`src/source/cell_array_settings.svh`:
```
// array geometry; CELL_ROWS and CELL_COLS must both be at least 2, widths are derived
`ifndef CELL_ARRAY_SETTINGS_SVH
`define CELL_ARRAY_SETTINGS_SVH

// rows per column, also the data word width
`define CELL_ROWS 8

// number of columns in the block
`define CELL_COLS 4

// index widths, never below one bit
`define CELL_ROW_W (($clog2(`CELL_ROWS) > 0) ? $clog2(`CELL_ROWS) : 1)
`define CELL_COL_W (($clog2(`CELL_COLS) > 0) ? $clog2(`CELL_COLS) : 1)

`endif

```
`src/source/cell_array_pkg.sv`:
```
// shared types and level encodings; geometry comes from the settings header
`include "cell_array_settings.svh"

package cell_array_pkg;

    typedef logic [`CELL_ROWS-1:0] word_t;
    typedef logic [`CELL_ROW_W-1:0] row_t;
    typedef logic [`CELL_COL_W-1:0] col_t;

    typedef enum logic {
        op_read  = 1'b0,
        op_write = 1'b1
    } opcode_t;

    // commands from the sequencer to the line registers
    typedef enum logic [3:0] {
        lc_none,
        lc_all_off,
        lc_wln_all_mid,
        lc_bias_unselected,
        lc_wln_all_gnd,
        lc_pl_sel_high,
        lc_wlp_row_high,
        lc_wln_row_mid,
        lc_wln_row_gnd,
        lc_wlp_row_mid,
        lc_sel_off,
        lc_read_bias
    } line_cmd_t;

    typedef enum logic [1:0] {
        pl_gnd  = 2'd0,
        pl_mid  = 2'd1,
        pl_read = 2'd2,
        pl_high = 2'd3
    } pl_level_t;

    // single-bit line levels, note WLN and WLP are inverted
    localparam logic bl_gnd    = 1'b0;
    localparam logic bl_mid    = 1'b1;
    localparam logic wln_mid   = 1'b0;
    localparam logic wln_gnd   = 1'b1;
    localparam logic wlp_high  = 1'b0;
    localparam logic wlp_mid   = 1'b1;
    localparam logic prg_read  = 1'b0;
    localparam logic prg_write = 1'b1;

    typedef enum logic [4:0] {
        st_idle,
        st_wln_all_mid,
        st_bias_unsel,
        st_wln_all_gnd,
        st_pl_sel_high,
        st_prg_write,
        st_scan,
        st_wlp_high,
        st_wln_mid,
        st_wait_written,
        st_wln_gnd,
        st_wlp_mid,
        st_sel_off,
        st_all_off,
        st_read_bias,
        st_read_wln,
        st_read_sample,
        st_read_wln_gnd,
        st_read_off,
        st_compare
    } seq_state_t;

endpackage

```
`src/source/array_sequencer.sv`:
```
// orders bias, program, read-back and read steps; waits without limit on cell_written
`timescale 1ns/1ps
`include "cell_array_settings.svh"

module array_sequencer (
    input  logic                      clk,
    input  logic                      reset,
    input  logic                      start,
    input  cell_array_pkg::opcode_t   op,
    input  logic                      cell_written,
    input  cell_array_pkg::word_t     word,
    output cell_array_pkg::line_cmd_t line_cmd,
    output cell_array_pkg::row_t      row,
    output logic                      sample,
    output logic                      read_active,
    output logic                      done
);
    import cell_array_pkg::*;

    seq_state_t state;
    logic       last_row;

    assign last_row = (row == row_t'(`CELL_ROWS - 1));

    always_ff @(posedge clk) begin
        if (reset) begin
            state <= st_idle;
            row <= '0;
            read_active <= 1'b0;
        end else begin
            case (state)
                st_idle: begin
                    if (start) begin
                        row <= '0;
                        read_active <= 1'b0;
                        if (op == op_write) begin
                            state <= st_wln_all_mid;
                        end else begin
                            state <= st_read_bias;
                        end
                    end
                end
                // write bias sequence
                st_wln_all_mid: state <= st_bias_unsel;
                st_bias_unsel: state <= st_wln_all_gnd;
                st_wln_all_gnd: state <= st_pl_sel_high;
                st_pl_sel_high: state <= st_prg_write;
                st_prg_write: state <= st_scan;
                // one bit per cycle, zeros are skipped
                st_scan: begin
                    if (word[row]) begin
                        state <= st_wlp_high;
                    end else if (last_row) begin
                        state <= st_sel_off;
                    end else begin
                        row <= row + 1'b1;
                    end
                end
                st_wlp_high: state <= st_wln_mid;
                st_wln_mid: state <= st_wait_written;
                st_wait_written: begin
                    if (cell_written) begin
                        state <= st_wln_gnd;
                    end
                end
                st_wln_gnd: state <= st_wlp_mid;
                st_wlp_mid: begin
                    if (last_row) begin
                        state <= st_sel_off;
                    end else begin
                        row <= row + 1'b1;
                        state <= st_scan;
                    end
                end
                st_sel_off: state <= st_all_off;
                st_all_off: begin
                    row <= '0;
                    state <= st_read_bias;
                end
                // read pass, shared by read and verify
                st_read_bias: state <= st_read_wln;
                st_read_wln: state <= st_read_sample;
                st_read_sample: state <= st_read_wln_gnd;
                st_read_wln_gnd: begin
                    if (last_row) begin
                        state <= st_read_off;
                    end else begin
                        row <= row + 1'b1;
                        state <= st_read_wln;
                    end
                end
                st_read_off: state <= st_compare;
                st_compare: begin
                    read_active <= (op == op_read);
                    state <= st_idle;
                end
                default: state <= st_idle;
            endcase
        end
    end

    // line commands decoded from the current step
    always_comb begin
        line_cmd = lc_none;
        sample = 1'b0;
        done = 1'b0;
        case (state)
            st_wln_all_mid: line_cmd = lc_wln_all_mid;
            st_bias_unsel: line_cmd = lc_bias_unselected;
            st_wln_all_gnd: line_cmd = lc_wln_all_gnd;
            st_pl_sel_high: line_cmd = lc_pl_sel_high;
            st_wlp_high: line_cmd = lc_wlp_row_high;
            st_wln_mid: line_cmd = lc_wln_row_mid;
            st_wln_gnd: line_cmd = lc_wln_row_gnd;
            st_wlp_mid: line_cmd = lc_wlp_row_mid;
            st_sel_off: line_cmd = lc_sel_off;
            st_all_off: line_cmd = lc_all_off;
            st_read_bias: line_cmd = lc_read_bias;
            st_read_wln: line_cmd = lc_wln_row_mid;
            st_read_sample: sample = 1'b1;
            st_read_wln_gnd: line_cmd = lc_wln_row_gnd;
            st_read_off: line_cmd = lc_all_off;
            st_compare: done = 1'b1;
            default: line_cmd = lc_none;
        endcase
    end

endmodule

```
`src/source/cell_array_ctrl.sv`:
```
// controller top for one ferroelectric block; one command at a time over req/ack
`timescale 1ns/1ps
`include "cell_array_settings.svh"

module cell_array_ctrl (
    input  logic                    clk,
    input  logic                    reset,
    input  logic                    cmd_req,
    output logic                    cmd_ack,
    input  cell_array_pkg::opcode_t opcode,
    input  cell_array_pkg::col_t    column,
    input  cell_array_pkg::word_t   data_in,
    output cell_array_pkg::word_t   data_out,
    output logic                    read_active,
    output logic                    verify_ok,
    output logic [2*`CELL_COLS-1:0] PL,
    output logic [`CELL_COLS-1:0]   BL,
    output logic [`CELL_ROWS-1:0]   WLN,
    output logic [`CELL_ROWS-1:0]   WLP,
    output logic                    PRG,
    input  logic                    sense,
    input  logic                    cell_written
);
    import cell_array_pkg::*;

    logic      start;
    logic      done;
    logic      sample;
    opcode_t   op;
    col_t      sel_col;
    word_t     word;
    line_cmd_t line_cmd;
    row_t      row;

    command_intake i_intake (
        .clk     (clk),
        .reset   (reset),
        .cmd_req (cmd_req),
        .cmd_ack (cmd_ack),
        .opcode  (opcode),
        .column  (column),
        .data_in (data_in),
        .done    (done),
        .start   (start),
        .op      (op),
        .sel_col (sel_col),
        .word    (word)
    );

    array_sequencer i_sequencer (
        .clk          (clk),
        .reset        (reset),
        .start        (start),
        .op           (op),
        .cell_written (cell_written),
        .word         (word),
        .line_cmd     (line_cmd),
        .row          (row),
        .sample       (sample),
        .read_active  (read_active),
        .done         (done)
    );

    line_driver i_driver (
        .clk      (clk),
        .reset    (reset),
        .line_cmd (line_cmd),
        .row      (row),
        .sel_col  (sel_col),
        .PL       (PL),
        .BL       (BL),
        .WLN      (WLN),
        .WLP      (WLP),
        .PRG      (PRG)
    );

    read_capture i_capture (
        .clk       (clk),
        .reset     (reset),
        .start     (start),
        .sample    (sample),
        .row       (row),
        .sense     (sense),
        .word      (word),
        .data_out  (data_out),
        .verify_ok (verify_ok)
    );

endmodule

```
`src/source/command_intake.sv`:
```
// four-phase req/ack intake; data_in must hold one value for two cycles before start
`timescale 1ns/1ps

module command_intake (
    input  logic                   clk,
    input  logic                   reset,
    input  logic                   cmd_req,
    output logic                   cmd_ack,
    input  cell_array_pkg::opcode_t opcode,
    input  cell_array_pkg::col_t    column,
    input  cell_array_pkg::word_t   data_in,
    input  logic                   done,
    output logic                   start,
    output cell_array_pkg::opcode_t op,
    output cell_array_pkg::col_t    sel_col,
    output cell_array_pkg::word_t   word
);
    import cell_array_pkg::*;

    logic  busy;
    logic  have_sample;
    logic  sampling;
    logic  agree;
    word_t prev_sample;

    // request pending, nothing running and no ack outstanding
    assign sampling = cmd_req && !busy && !cmd_ack;
    assign agree = have_sample && (data_in == prev_sample);

    always_ff @(posedge clk) begin
        if (reset) begin
            cmd_ack <= 1'b0;
            busy <= 1'b0;
            have_sample <= 1'b0;
            start <= 1'b0;
        end else begin
            start <= 1'b0;
            if (done) begin
                busy <= 1'b0;
                cmd_ack <= 1'b1;
            end else if (cmd_ack && !cmd_req) begin
                // last phase of the handshake
                cmd_ack <= 1'b0;
            end else if (sampling) begin
                if (agree) begin
                    start <= 1'b1;
                    busy <= 1'b1;
                    have_sample <= 1'b0;
                end else begin
                    have_sample <= 1'b1;
                end
            end
        end
    end

    // command payload, frozen once the two samples agree
    always_ff @(posedge clk) begin
        if (sampling) begin
            prev_sample <= data_in;
        end
        if (sampling && agree) begin
            word <= data_in;
            op <= opcode;
            sel_col <= column;
        end
    end

endmodule

```
`src/source/line_driver.sv`:
```
// registered array line levels; each command takes effect on the next clock edge
`timescale 1ns/1ps
`include "cell_array_settings.svh"

module line_driver (
    input  logic                      clk,
    input  logic                      reset,
    input  cell_array_pkg::line_cmd_t line_cmd,
    input  cell_array_pkg::row_t      row,
    input  cell_array_pkg::col_t      sel_col,
    output logic [2*`CELL_COLS-1:0]   PL,
    output logic [`CELL_COLS-1:0]     BL,
    output logic [`CELL_ROWS-1:0]     WLN,
    output logic [`CELL_ROWS-1:0]     WLP,
    output logic                      PRG
);
    import cell_array_pkg::*;

    always_ff @(posedge clk) begin
        if (reset || line_cmd == lc_all_off) begin
            PL <= {`CELL_COLS{pl_gnd}};
            BL <= {`CELL_COLS{bl_gnd}};
            WLN <= {`CELL_ROWS{wln_gnd}};
            WLP <= {`CELL_ROWS{wlp_mid}};
            PRG <= prg_read;
        end else begin
            case (line_cmd)
                lc_wln_all_mid: WLN <= {`CELL_ROWS{wln_mid}};
                lc_wln_all_gnd: WLN <= {`CELL_ROWS{wln_gnd}};
                lc_bias_unselected: begin
                    // half bias keeps unselected columns undisturbed
                    for (int c = 0; c < `CELL_COLS; c++) begin
                        if (col_t'(c) != sel_col) begin
                            BL[c] <= bl_mid;
                            PL[2*c +: 2] <= pl_mid;
                        end
                    end
                end
                lc_pl_sel_high: begin
                    PL[2*sel_col +: 2] <= pl_high;
                    PRG <= prg_write;
                end
                lc_wlp_row_high: WLP[row] <= wlp_high;
                lc_wln_row_mid: WLN[row] <= wln_mid;
                lc_wln_row_gnd: WLN[row] <= wln_gnd;
                lc_wlp_row_mid: WLP[row] <= wlp_mid;
                lc_sel_off: begin
                    PL[2*sel_col +: 2] <= pl_gnd;
                    BL[sel_col] <= bl_gnd;
                end
                lc_read_bias: begin
                    BL[sel_col] <= bl_mid;
                    PL[2*sel_col +: 2] <= pl_read;
                    PRG <= prg_read;
                end
                default: begin
                    // lc_none holds every line
                end
            endcase
        end
    end

endmodule

```
`src/source/read_capture.sv`:
```
// sensed word assembly; verify_ok is only meaningful while cmd_ack is high after a write
`timescale 1ns/1ps

module read_capture (
    input  logic                  clk,
    input  logic                  reset,
    input  logic                  start,
    input  logic                  sample,
    input  cell_array_pkg::row_t  row,
    input  logic                  sense,
    input  cell_array_pkg::word_t word,
    output cell_array_pkg::word_t data_out,
    output logic                  verify_ok
);
    import cell_array_pkg::*;

    word_t next_word;

    // captured word with the current sense bit merged in
    always_comb begin
        next_word = data_out;
        next_word[row] = sense;
    end

    always_ff @(posedge clk) begin
        if (reset || start) begin
            data_out <= '0;
            verify_ok <= 1'b0;
        end else if (sample) begin
            data_out <= next_word;
            // final after the last row is sampled
            verify_ok <= (next_word == word);
        end
    end

endmodule

```
`config.mk`:
```
export PLATFORM = sky130hd
export DESIGN_NAME = cell_array_ctrl
export DESIGN_NICKNAME = d
export VERILOG_FILES = /design/src/source/cell_array_pkg.sv /design/src/source/array_sequencer.sv /design/src/source/cell_array_ctrl.sv /design/src/source/command_intake.sv /design/src/source/line_driver.sv /design/src/source/read_capture.sv
export VERILOG_INCLUDE_DIRS = /design/src /design/src/source
export SDC_FILE = /design/constraint.sdc
export NUM_CORES = 1
export LEC_CHECK = 0
export BUFFER_PORTS_ARGS = -buffer_cell sky130_fd_sc_hd__buf_2
export CORE_AREA = 2 2 119 121
export DETAILED_ROUTE_END_ITERATION = 16
export DIE_AREA = 0 0 121 123
export GPL_ROUTABILITY_DRIVEN = 0
export GPL_TIMING_DRIVEN = 1
export PLACE_DENSITY_LB_ADDON = 0.05
export SETUP_SLACK_MARGIN = 0.2
export SLEW_MARGIN = 10
export SYNTH_ARGS = -nofsm -noshare
export SYNTH_HDL_FRONTEND = slang
export SYNTH_HIERARCHICAL = 1
export SYNTH_SLANG_ARGS = --single-unit
```
`constraint.sdc`:
```
create_clock -name clk -period 2.89 [get_ports clk]
set_clock_uncertainty 0.05 [all_clocks]
set_input_delay 0 -clock clk [delete_from_list [all_inputs] [get_ports clk]]
set_output_delay 0 -clock clk [all_outputs]
set_load 0.02 [all_outputs]
```
==> reports/metrics.cfg, run 1 <==
[synth]
synth_largest_area_cell=dfxtp_1
synth_edf_count=19
ys.warnings.count=6
synth_top_family_by_area=simple AND/OR/NAND/NOR gates
ys_types=69
synth-simple-area-share=0.249
ys_seq_area_frac=0.396
synth_flop_cell=dfxtp_1
synth_cells=438
syn_avg_cell_area_sq_um=9.17
yosys.area_share.xor_xnor=0.0458
synth_area_leaders=dfxtp_1 (25%), edfxtp_1 (14%), mux2i_1 (6.7%)
synth.top_cell.area_share=0.254
synthAdderAreaFrac=0.00935
ys_seq_elements=70
synthesis.area_sq_um=4020
synth_nets=457
synthArstFlopShare=0
synth_compound_area_frac=0.177
synth.area.mux_share=0.0785

[worst_setup_path]
crit_path_max_fanout=13
critPathKind=reg2reg
endpoint_kind=register
cp.arrival_ps=2620
rrSetupSlack_ps=440
cp-startpoint=i_sequencer/state[4]
cp.required_ps=3060
reg2reg_from=i_sequencer/state[4]
start_kind=register

[detailed_routing]
drc=0
vias=3521
drt-total-wl_mm=10.7
drt-pass1-iter-count=4
wl_per_cell_um=15.4
drt_iter0_drc=235
via_per_inst=5.09
ant_nets=0

[place]
port_buffers=55
place_ws_ps=380
post_dp_cell_area_sq_um=4520
hpwl_mm=7.46
dp_cells=664

[grt]
grt_pass1_vias=3310
gr-total-overflow=0
grt_pass1_wl_mm=17.5
antenna_found_initial=0
grt_util_all_layers=0.150
grt_max_degree=38

[clock_network]
clk_pin_slew_ps=60
cts_inserted_buffers=9
insertion_delay_ps=330
cts_max_level=3
tritoncts=yes
post_cts_buffers=0
cts-root-buf=clkbuf_16
clock_sinks=70
clockBufferDepth=2

[cells_and_area]
final_util=0.365
final_cell_area_sq_um=4970
seq_area_sq_um=1590
antenna_cells=0
drive_above_1_share=0.209
fin_nets=526
multi_input_area_sq_um=2250
fin_cells=692
fill_cells=1437
syn2layout_area_growth_pct=23.8

[die]
rows=43
die_width_um=121
die_y_um=123
initial_core_util=0.295
io_pins=56
die-area_sq_um=14900
core_sq_um=13600

[timing]
maxSlewHeadroom=0.533
min_period_ps=2450
setup_viol=0
rsz0062_at_grt=true
hold_violations=0
whs_ps=12.2
tightest_slew_ps=699
tns_ps=0
drv_slew=0
min_period_over_period=0.846
fin_ws_ps=444
max_freq_ghz=0.409

[pwr]
p_sw_frac=0.369
combPwrFrac=0.393
power_switching_mw=1.48
pwr-share-seq=0.307
leakagePower_nw=1.96
vdd_drop_max_v=0.000441
power.density_nw_per_um2=806
p_int_mw=2.53
pwr-share-clk=0.300
finalPower_mw=4.01

[flow_run]
drv_cap=0

[min_path]
hold_start=reset
hp-class=in2reg

[run_status]
status=finished clean

[cell families after synthesis]
| logic type | count (synthesis) |
|---|---|
| DFF | 70 |
| muxes | 30 |
| xor gates and xnor gates | 21 |
| AOI/OAI and AO/OA | 104 |
| and+or+nand+nor | 174 |
| buffers and inverters | 36 |
| adders and majority gates | 3 |
[metal layers]
layer / up-vias / track usage / wire [um] / share of wire
met1: 1687 / 0.202 / 5100 / 0.48
met3: 12 / 0.0360 / 454 / 0.042
met2: 72 / 0.236 / 4990 / 0.47
li1: 1750 / - / - / -
met5: - / 0 / 0 / 0
met4: 0 / 0.0487 / 142 / 0.013
[repair_timing]
action / CTS / global route
setup endpoints to repair: 0 / 1
gates resized for setup: 0 / 1
hold buffers: 12 / 0
endpoints found under the hold margin: 20 / 0
[path summary, 6_finish.rpt]
| path | cells after the start | to |
|---|---|---|
| worst max-delay path | 8 | register |
| worst min-delay path | 2 | i_sequencer/read_active |
| worst max register to register | 8 | register |
| worst min register to register | 1 | i_driver/BL[3] |
[power groups by stage]
stage               clock network (mW)  registers (mW)  logic, mW
floorplan                            0            1.30       1.02
global placement                     0            1.25       1.52
detailed placement                   0            1.25       1.53
CTS                               1.26            1.23       1.55
global route                      1.30            1.25       1.73
finish                            1.20            1.23       1.58
[cells in the final DEF (no fill, tap or decap), drive strengths merged, types with 4 or more instances in the layout]
| master | n |
|---|---|
| buf | 75 |
| xnor2 | 17 |
| clkbuf | 12 |
| a21o | 5 |
| nand2 | 39 |
| dfxtp | 51 |
| xor2 | 4 |
| nand2b | 17 |
| o22ai | 4 |
| a21oi | 33 |
| inv | 7 |
| edfxtp | 19 |
| a221o | 8 |
| o21ai | 10 |
| a211oi | 7 |
| nor2b | 15 |
| nand4 | 5 |
| o31ai | 11 |
| nand3 | 8 |
| a31oi | 4 |
| dlygate4sd3 | 12 |
| nor3 | 16 |
| o211ai | 6 |
| nor3b | 11 |
| nand3b | 4 |
| mux2i | 27 |
| nor2 | 32 |
[critical path: stages (launching register included)]
cell	delay, ps
dfxtp_1	590
nor3b_1	300
nand2_1	140
o21ai_1	300
buf_4	270
nor2_1	60
a21o_1	200
buf_4	170
a221o_1	260
[synthesized netlist by cell type, drive strengths merged (5+ instances only)]
library cell and number:
o211ai 6, nor2b 15, xnor2 17, nor3 16
o31ai 11, a221o 8, dfxtp 51, a21oi 33
mux2i 27, nand4 5, nand2 39, o21ai 10
buf 16, nor3b 11, a211oi 7, edfxtp 19
inv 6, nor2 32, nand3 8, a21o 5
clkbuf 13, nand2b 17
[cell type report]
cell class              instances  share of cell area
repair buffers                 87               0.110
multi-input cells             332               0.453
inverters                       7             0.00528
clock inverters                 4              0.0101
flip-flops and latches         70               0.320
well taps                     180              0.0453
clock buffers                  12              0.0561
Power figures use the tool's default switching activity.
==> run 2, diff against run 1 <==
ABC_AREA = 1   (was not set)
CORE_AREA = 2 2 123 125   (was 2 2 119 121)
DIE_AREA = 0 0 125 127   (was 0 0 121 123)
clock period = 2.22 ns   (was 2.89 ns; I/O delays follow)
==> reports/metrics.cfg, run 2 <==
[run_status]
status=finished clean  ; unchanged

[die]
die_y_um=127  ; was 123 um
die-area_sq_um=15900  ; was 14900 sq um
die_width_um=125  ; was 121 um
io_pins=56  ; unchanged
rows=44  ; was 43
core_sq_um=14400  ; was 13600 sq um
initial_core_util=0.297  ; was 0.295

[detailed_routing]
via_per_inst=4.82  ; was 5.09
drt_iter0_drc=343  ; was 235
drc=0  ; unchanged
wl_met2_mm=6.47  ; was 4.99 mm
highest_layer=met4  ; unchanged
drt-total-wl_mm=13.0  ; was 10.7 mm
drt-pass1-iter-count=5  ; was 4
wl_per_cell_um=13.7  ; was 15.4 um
ant_nets=0  ; unchanged
met1_length_mm=5.77  ; was 5.10 mm
dr_wl_met3_um=433  ; was 454 um
vias=4571  ; was 3521

[timing]
whs_ps=76.0  ; was 12.2 ps
min_period_ps=2150  ; was 2450 ps
tightest_slew_ps=524  ; was 699 ps
min_period_over_period=0.970  ; was 0.846
max_freq_ghz=0.464  ; was 0.409 GHz
drv_slew=0  ; unchanged
setup_viol=0  ; unchanged
rsz0062_at_grt=true  ; unchanged
hold_violations=0  ; unchanged
maxSlewHeadroom=0.648  ; was 0.533

[worst_setup_path]
reg2reg_from=i_sequencer/state[3]  ; was i_sequencer/state[4]
rrSetupSlack_ps=70  ; was 440 ps
cp.arrival_ps=2380  ; was 2620 ps
endpoint_kind=register  ; unchanged
reg2reg_to=i_driver/PL[3]
cp.required_ps=2440  ; was 3060 ps
endpoint=i_driver/PL[3]
critPathKind=reg2reg  ; unchanged
crit_path_max_fanout=7  ; was 13
cp-startpoint=i_sequencer/state[3]  ; was i_sequencer/state[4]
start_kind=register  ; unchanged
rr_worst_depth=14  ; was 8

[synth]
ys_seq_elements=70  ; unchanged
synth.top_cell.area_share=0.238  ; was 0.254
synth_edf_count=19  ; unchanged
synth_flop_cell=dfxtp_1  ; unchanged
yosys-top-cells-count=nand2_1 (154), nor2_1 (79), inv_1 (71), nand3_1 (62), dfxtp_1 (51)  ; was dfxtp_1 (51), nand2_1 (39), a21oi_1 (33), nor2_1 (32), mux2i_1 (27)
synth-simple-area-share=0.404  ; was 0.249
synthArstFlopShare=0  ; unchanged
synth_largest_area_cell=dfxtp_1  ; unchanged
syn_avg_cell_area_sq_um=6.73  ; was 9.17 sq um
synth_area_leaders=dfxtp_1 (24%), nand2_1 (13%), edfxtp_1 (13%)  ; was dfxtp_1 (25%), edfxtp_1 (14%), mux2i_1 (6.7%)
synth.area.mux_share=0  ; was 0.0785
synthAdderAreaFrac=0.00876  ; was 0.00935
yosys.area_share.xor_xnor=0.00204  ; was 0.0458
synth_nets=656  ; was 457
synth_top_family_by_area=simple AND/OR/NAND/NOR gates  ; unchanged
ys_seq_area_frac=0.371  ; was 0.396
ys_types=37  ; was 69
synth_compound_area_frac=0.119  ; was 0.177
synthesis.area_sq_um=4280  ; was 4020 sq um
ys.warnings.count=6  ; unchanged
yosysMostFrequentCell=nand2_1  ; was dfxtp_1
synth_cells=637  ; was 438

[grt]
grt_max_degree=20  ; was 38
grt_pass1_wl_mm=20.5  ; was 17.5 mm
gr-total-overflow=0  ; unchanged
grt_pass1_vias=4232  ; was 3310
grt_util_all_layers=0.159  ; was 0.150
antenna_found_initial=0  ; unchanged

[clock_network]
clockBufferDepth=2  ; unchanged
cts_max_level=3  ; unchanged
tritoncts=yes  ; unchanged
cts-root-buf=clkbuf_16  ; unchanged
clk_pin_slew_ps=60  ; about the same
insertion_delay_ps=340  ; was 330 ps
cts_inserted_buffers=9  ; unchanged
clock_sinks=70  ; unchanged

[cells_and_area]
final_common_cell=nand2_1  ; was buf_2
fill_cells=1484  ; was 1437
final_cell_area_sq_um=6070  ; was 4970 sq um
fin_nets=779  ; was 526
syn2layout_area_growth_pct=41.8  ; was 23.8%
drive_above_1_share=0.359  ; was 0.209
final_util=0.421  ; was 0.365
fin_cells=948  ; was 692
layout_common_cells=nand2_1 (124), inv_1 (66), nor2_1 (59)  ; was buf_2 (55), dfxtp_1 (51), nand2_1 (39)
antenna_cells=0  ; unchanged

[pwr]
power.density_nw_per_um2=1200  ; was 806 nW/um^2
vdd_drop_max_v=0.000472  ; was 0.000441 V
finalPower_mw=7.31  ; was 4.01 mW
leakagePower_nw=2.77  ; was 1.96 nW

[flow_run]
drv_cap=0  ; unchanged

[min_path]
hp-class=in2reg  ; unchanged
hold_start=sense  ; was reset

[place]
dp_cells=895  ; was 664
hpwl_mm=9.15  ; was 7.46 mm
post_dp_cell_area_sq_um=4950  ; was 4520 sq um
port_buffers=55  ; unchanged

run 2: cell type report:
class / instances / area [sq um] / share of cell area
clock buffers: 11 / 233 / 0.0383
clock inverters: 4 / 48.8 / 0.00803
inverters: 89 / 353 / 0.0581
multi-input cells: 469 / 2720 / 0.448
flip-flops and latches: 70 / 1610 / 0.265
well taps: 184 / 230 / 0.0379
repair buffers: 121 / 880 / 0.145
run 2: power by group:
part	switching, mW	total, mW	internal [mW]
clock network	0.574	1.44	0.863
registers	0.161	1.66	1.50
logic	2.50	4.21	1.71
total	3.23	7.31	4.08
run 2: cell families (layout without fill, tap and decap cells):
kind of cell               after synthesis  in the layout
and+or+nand+nor                        375            375
adders and majority gates                3              3
xor gates and xnor gates                 1              1
AOI/OAI and AO/OA                       90             90
buffers and inverters                   98            225
DFF                                     70             70
run 2: metrics by stage:
stage / setup TNS, ps / worst slack [ps]
global route: -148 / -32.7
CTS: 0 / 128
detailed placement: -7.65 / -4.88
floorplan: 0 / 184
finish: 0 / 66.2
global placement: 0 / 9.13
run 2: repair_timing:
item | CTS | global route
buffers inserted | 12 | 12
resized for setup | 61 | 90
endpoints found under the setup margin | 28 | 30
hold endpoints to repair | 24 | 0
pin swaps | 22 | 34
hold buffers | 14 | 0
run 2: routing by layer:
metal  vias to the layer above  global-route usage
met5                         -                   0
met3                        27              0.0260
met2                       106               0.278
li1                       2336                   -
met1                      2102               0.194
met4                         0              0.0693
run 2: worst min path at each step:
stage	to	depth (start not counted)	slack [ps]
6_report	i_capture/data_out[1]	5	80
5_1_grt	i_capture/data_out[1]	5	100
4_1_cts	i_capture/data_out[1]	5	70
3_5_place_dp	i_intake/sel_col[0]	1	140
3_3_place_gp	i_intake/sel_col[1]	1	130
2_1_floorplan	i_sequencer/state[1]	1	10
run 2: worst max-delay path: stages, from the launching register on:
cell and delay, ps:
dfxtp_4 380, nor2_4 210, inv_2 60, nor2_1 200, nor2_4 60, nand3b_1 200, inv_2 110, buf_4 150
nand2_4 90, nor2_4 50, nor2_4 120, nand2_4 110, nand2_1 100, nand2_1 50, a21oi_1 130
==> run 3, diff against run 2 <==
REMOVE_ABC_BUFFERS = 1   (was not set)
==> reports/metrics.cfg, run 3 (synthesis results as in run 2) <==
[die]
die-area_sq_um=15900  ; unchanged
initial_core_util=0.297  ; unchanged
rows=44  ; unchanged
die_width_um=125  ; unchanged
die_y_um=127  ; unchanged
core_sq_um=14400  ; unchanged
io_pins=56  ; unchanged

[detailed_routing]
highest_layer=met4  ; unchanged
drt-total-wl_mm=13.4  ; was 13.0 mm
met1_length_mm=5.79  ; was 5.77 mm
ant_nets=0  ; unchanged
drt_iter0_drc=283  ; was 343
drt-pass1-iter-count=4  ; was 5
vias=4650  ; was 4571
via_per_inst=4.78  ; was 4.82
drc=0  ; unchanged
dr_wl_met3_um=578  ; was 433 um
wl_per_cell_um=13.7  ; about the same
wl_met2_mm=6.69  ; was 6.47 mm

[timing]
fin_ws_ps=80.5  ; was 66.2 ps
whs_ps=65.7  ; was 76.0 ps
setup_viol=0  ; unchanged
drv_slew=0  ; unchanged
max_freq_ghz=0.467  ; was 0.464 GHz
min_period_ps=2140  ; was 2150 ps
rsz0062_at_grt=true  ; unchanged
maxSlewHeadroom=0.664  ; was 0.648
tns_ps=0  ; unchanged
min_period_over_period=0.964  ; was 0.970
tightest_slew_ps=500  ; was 524 ps
hold_violations=0  ; unchanged

[worst_setup_path]
path_delay_family=simple AND/OR/NAND/NOR gates  ; unchanged
cp.arrival_ps=2310  ; was 2380 ps
start_kind=register  ; unchanged
critPathKind=reg2reg  ; unchanged
crit_path_max_fanout=8  ; was 7
endpoint_kind=register  ; unchanged
crit_buf_inv=4  ; was 3
critical-path-slowest-cell=dfxtp_4  ; unchanged
cp.required_ps=2390  ; was 2440 ps
crit_path_max_incr_delay_ps=410  ; was 380 ps
path_cells=nor2_4 -> nand2_4 -> inv_1 -> nand2_2 -> nand2_2 -> nor2_2 -> nand2_1 -> nor2_2 -> nand3_4 -> buf_6 -> nor3_2 -> buf_4 -> a21oi_2 -> buf_6 -> nand3_1 -> nand3_1  ; was nor2_4 -> inv_2 -> nor2_1 -> nor2_4 -> nand3b_1 -> inv_2 -> buf_4 -> nand2_4 -> nor2_4 -> nor2_4 -> nand2_4 -> nand2_1 -> nand2_1 -> a21oi_1

[clock_network]
tritoncts=yes  ; unchanged
clk_pin_slew_ps=60  ; about the same
cts_inserted_buffers=9  ; unchanged
clock_sinks=70  ; unchanged
cts_max_level=3  ; unchanged
cts-root-buf=clkbuf_16  ; unchanged
insertion_delay_ps=340  ; about the same
clockBufferDepth=2  ; unchanged

[pwr]
finalPower_mw=7.67  ; was 7.31 mW
power.density_nw_per_um2=1230  ; was 1200 nW/um^2
p_sw_frac=0.426  ; was 0.442
power_switching_mw=3.27  ; was 3.23 mW
pwr-share-clk=0.207  ; was 0.197
p_int_mw=4.40  ; was 4.08 mW
combPwrFrac=0.575  ; was 0.576
leakagePower_nw=2.87  ; was 2.77 nW
vdd_drop_max_v=0.000375  ; was 0.000472 V
pwr-share-seq=0.218  ; was 0.228

[run_status]
status=finished clean  ; unchanged

[place]
port_buffers=55  ; unchanged
dp_cells=924  ; was 895
place_ws_ps=-199  ; was -4.88 ps
hpwl_mm=9.71  ; was 9.15 mm
post_dp_cell_area_sq_um=5160  ; was 4950 sq um

[cells_and_area]
antenna_cells=0  ; unchanged
drive_above_1_share=0.369  ; was 0.359
layout_common_cells=nand2_1 (129), inv_1 (67), nor2_1 (59), buf_4 (59), buf_2 (55)  ; was nand2_1 (124), inv_1 (66), nor2_1 (59)
fin_cells=973  ; was 948
syn2layout_area_growth_pct=45.7  ; was 41.8%
fill_cells=1491  ; was 1484
final_util=0.433  ; was 0.421
final_common_cell=nand2_1  ; unchanged
fin_nets=803  ; was 779
final_cell_area_sq_um=6240  ; was 6070 sq um

[grt]
grt_util_all_layers=0.166  ; was 0.159
antenna_found_initial=0  ; unchanged
grt_pass1_wl_mm=21.5  ; was 20.5 mm
grt_max_degree=16  ; was 20
gr-total-overflow=0  ; unchanged
grt_pass1_vias=4509  ; was 4232

[flow_run]
drv_cap=0  ; unchanged

[min_path]
hp-class=in2reg  ; unchanged

run 3: worst paths after layout:
kind / slack (ps) / cells after the start / end / start
max: 80 / 16 / i_driver/WLN[6] / i_sequencer/state[0]
min reg2reg: 390 / 2 / i_driver/BL[3] / i_driver/BL[3]
max reg2reg: 80 / 16 / i_driver/WLN[6] / i_sequencer/state[0]
min: 70 / 5 / i_capture/data_out[1] / sense
run 3: per-layer routing:
metal | vias up | track usage
met2 | 103 | 0.300
met3 | 23 | 0.0297
met5 | - | 0
li1 | 2387 | -
met4 | 0 | 0.0686
met1 | 2137 | 0.195
run 3: final cells by class:
type | instances | area [sq um] | share of cell area
timing repair buffer | 145 | 1080 | 0.173
multi-input combinational | 469 | 2650 | 0.425
sequential | 70 | 1610 | 0.257
clock buffer | 14 | 297 | 0.0475
tap | 184 | 230 | 0.0369
clock inverter | 2 | 35.0 | 0.00561
inverter | 89 | 344 | 0.0551
run 3: power by group through the flow:
stage	logic [mW]	registers, mW	clock network [mW]
CTS	3.91	1.66	1.64
floorplan	1.88	1.82	0
detailed placement	3.31	1.66	0
global placement	3.31	1.66	0
finish	4.41	1.67	1.59
global route	4.79	1.69	1.70
run 3: worst register-to-register path, cell delays in order, from the launching register on:
cell and delay, ps:
dfxtp_4 410, nor2_4 70, nand2_4 60, inv_1 50, nand2_2 80, nand2_2 50, nor2_2 100, nand2_1 70
nor2_2 130, nand3_4 150, buf_6 160, nor3_2 180, buf_4 150, a21oi_2 40, buf_6 140, nand3_1 70
nand3_1 70
run 3: timing repair:
| action | 4_1_cts | 5_1_grt |
|---|---|---|
| endpoints found under the hold margin | 23 | 0 |
| hold buffers | 14 | 0 |
| pin swaps | 27 | 25 |
| cloned | 0 | 1 |
| buffers inserted | 13 | 6 |
| setup endpoints to repair | 29 | 30 |
| resized for setup | 87 | 48 |
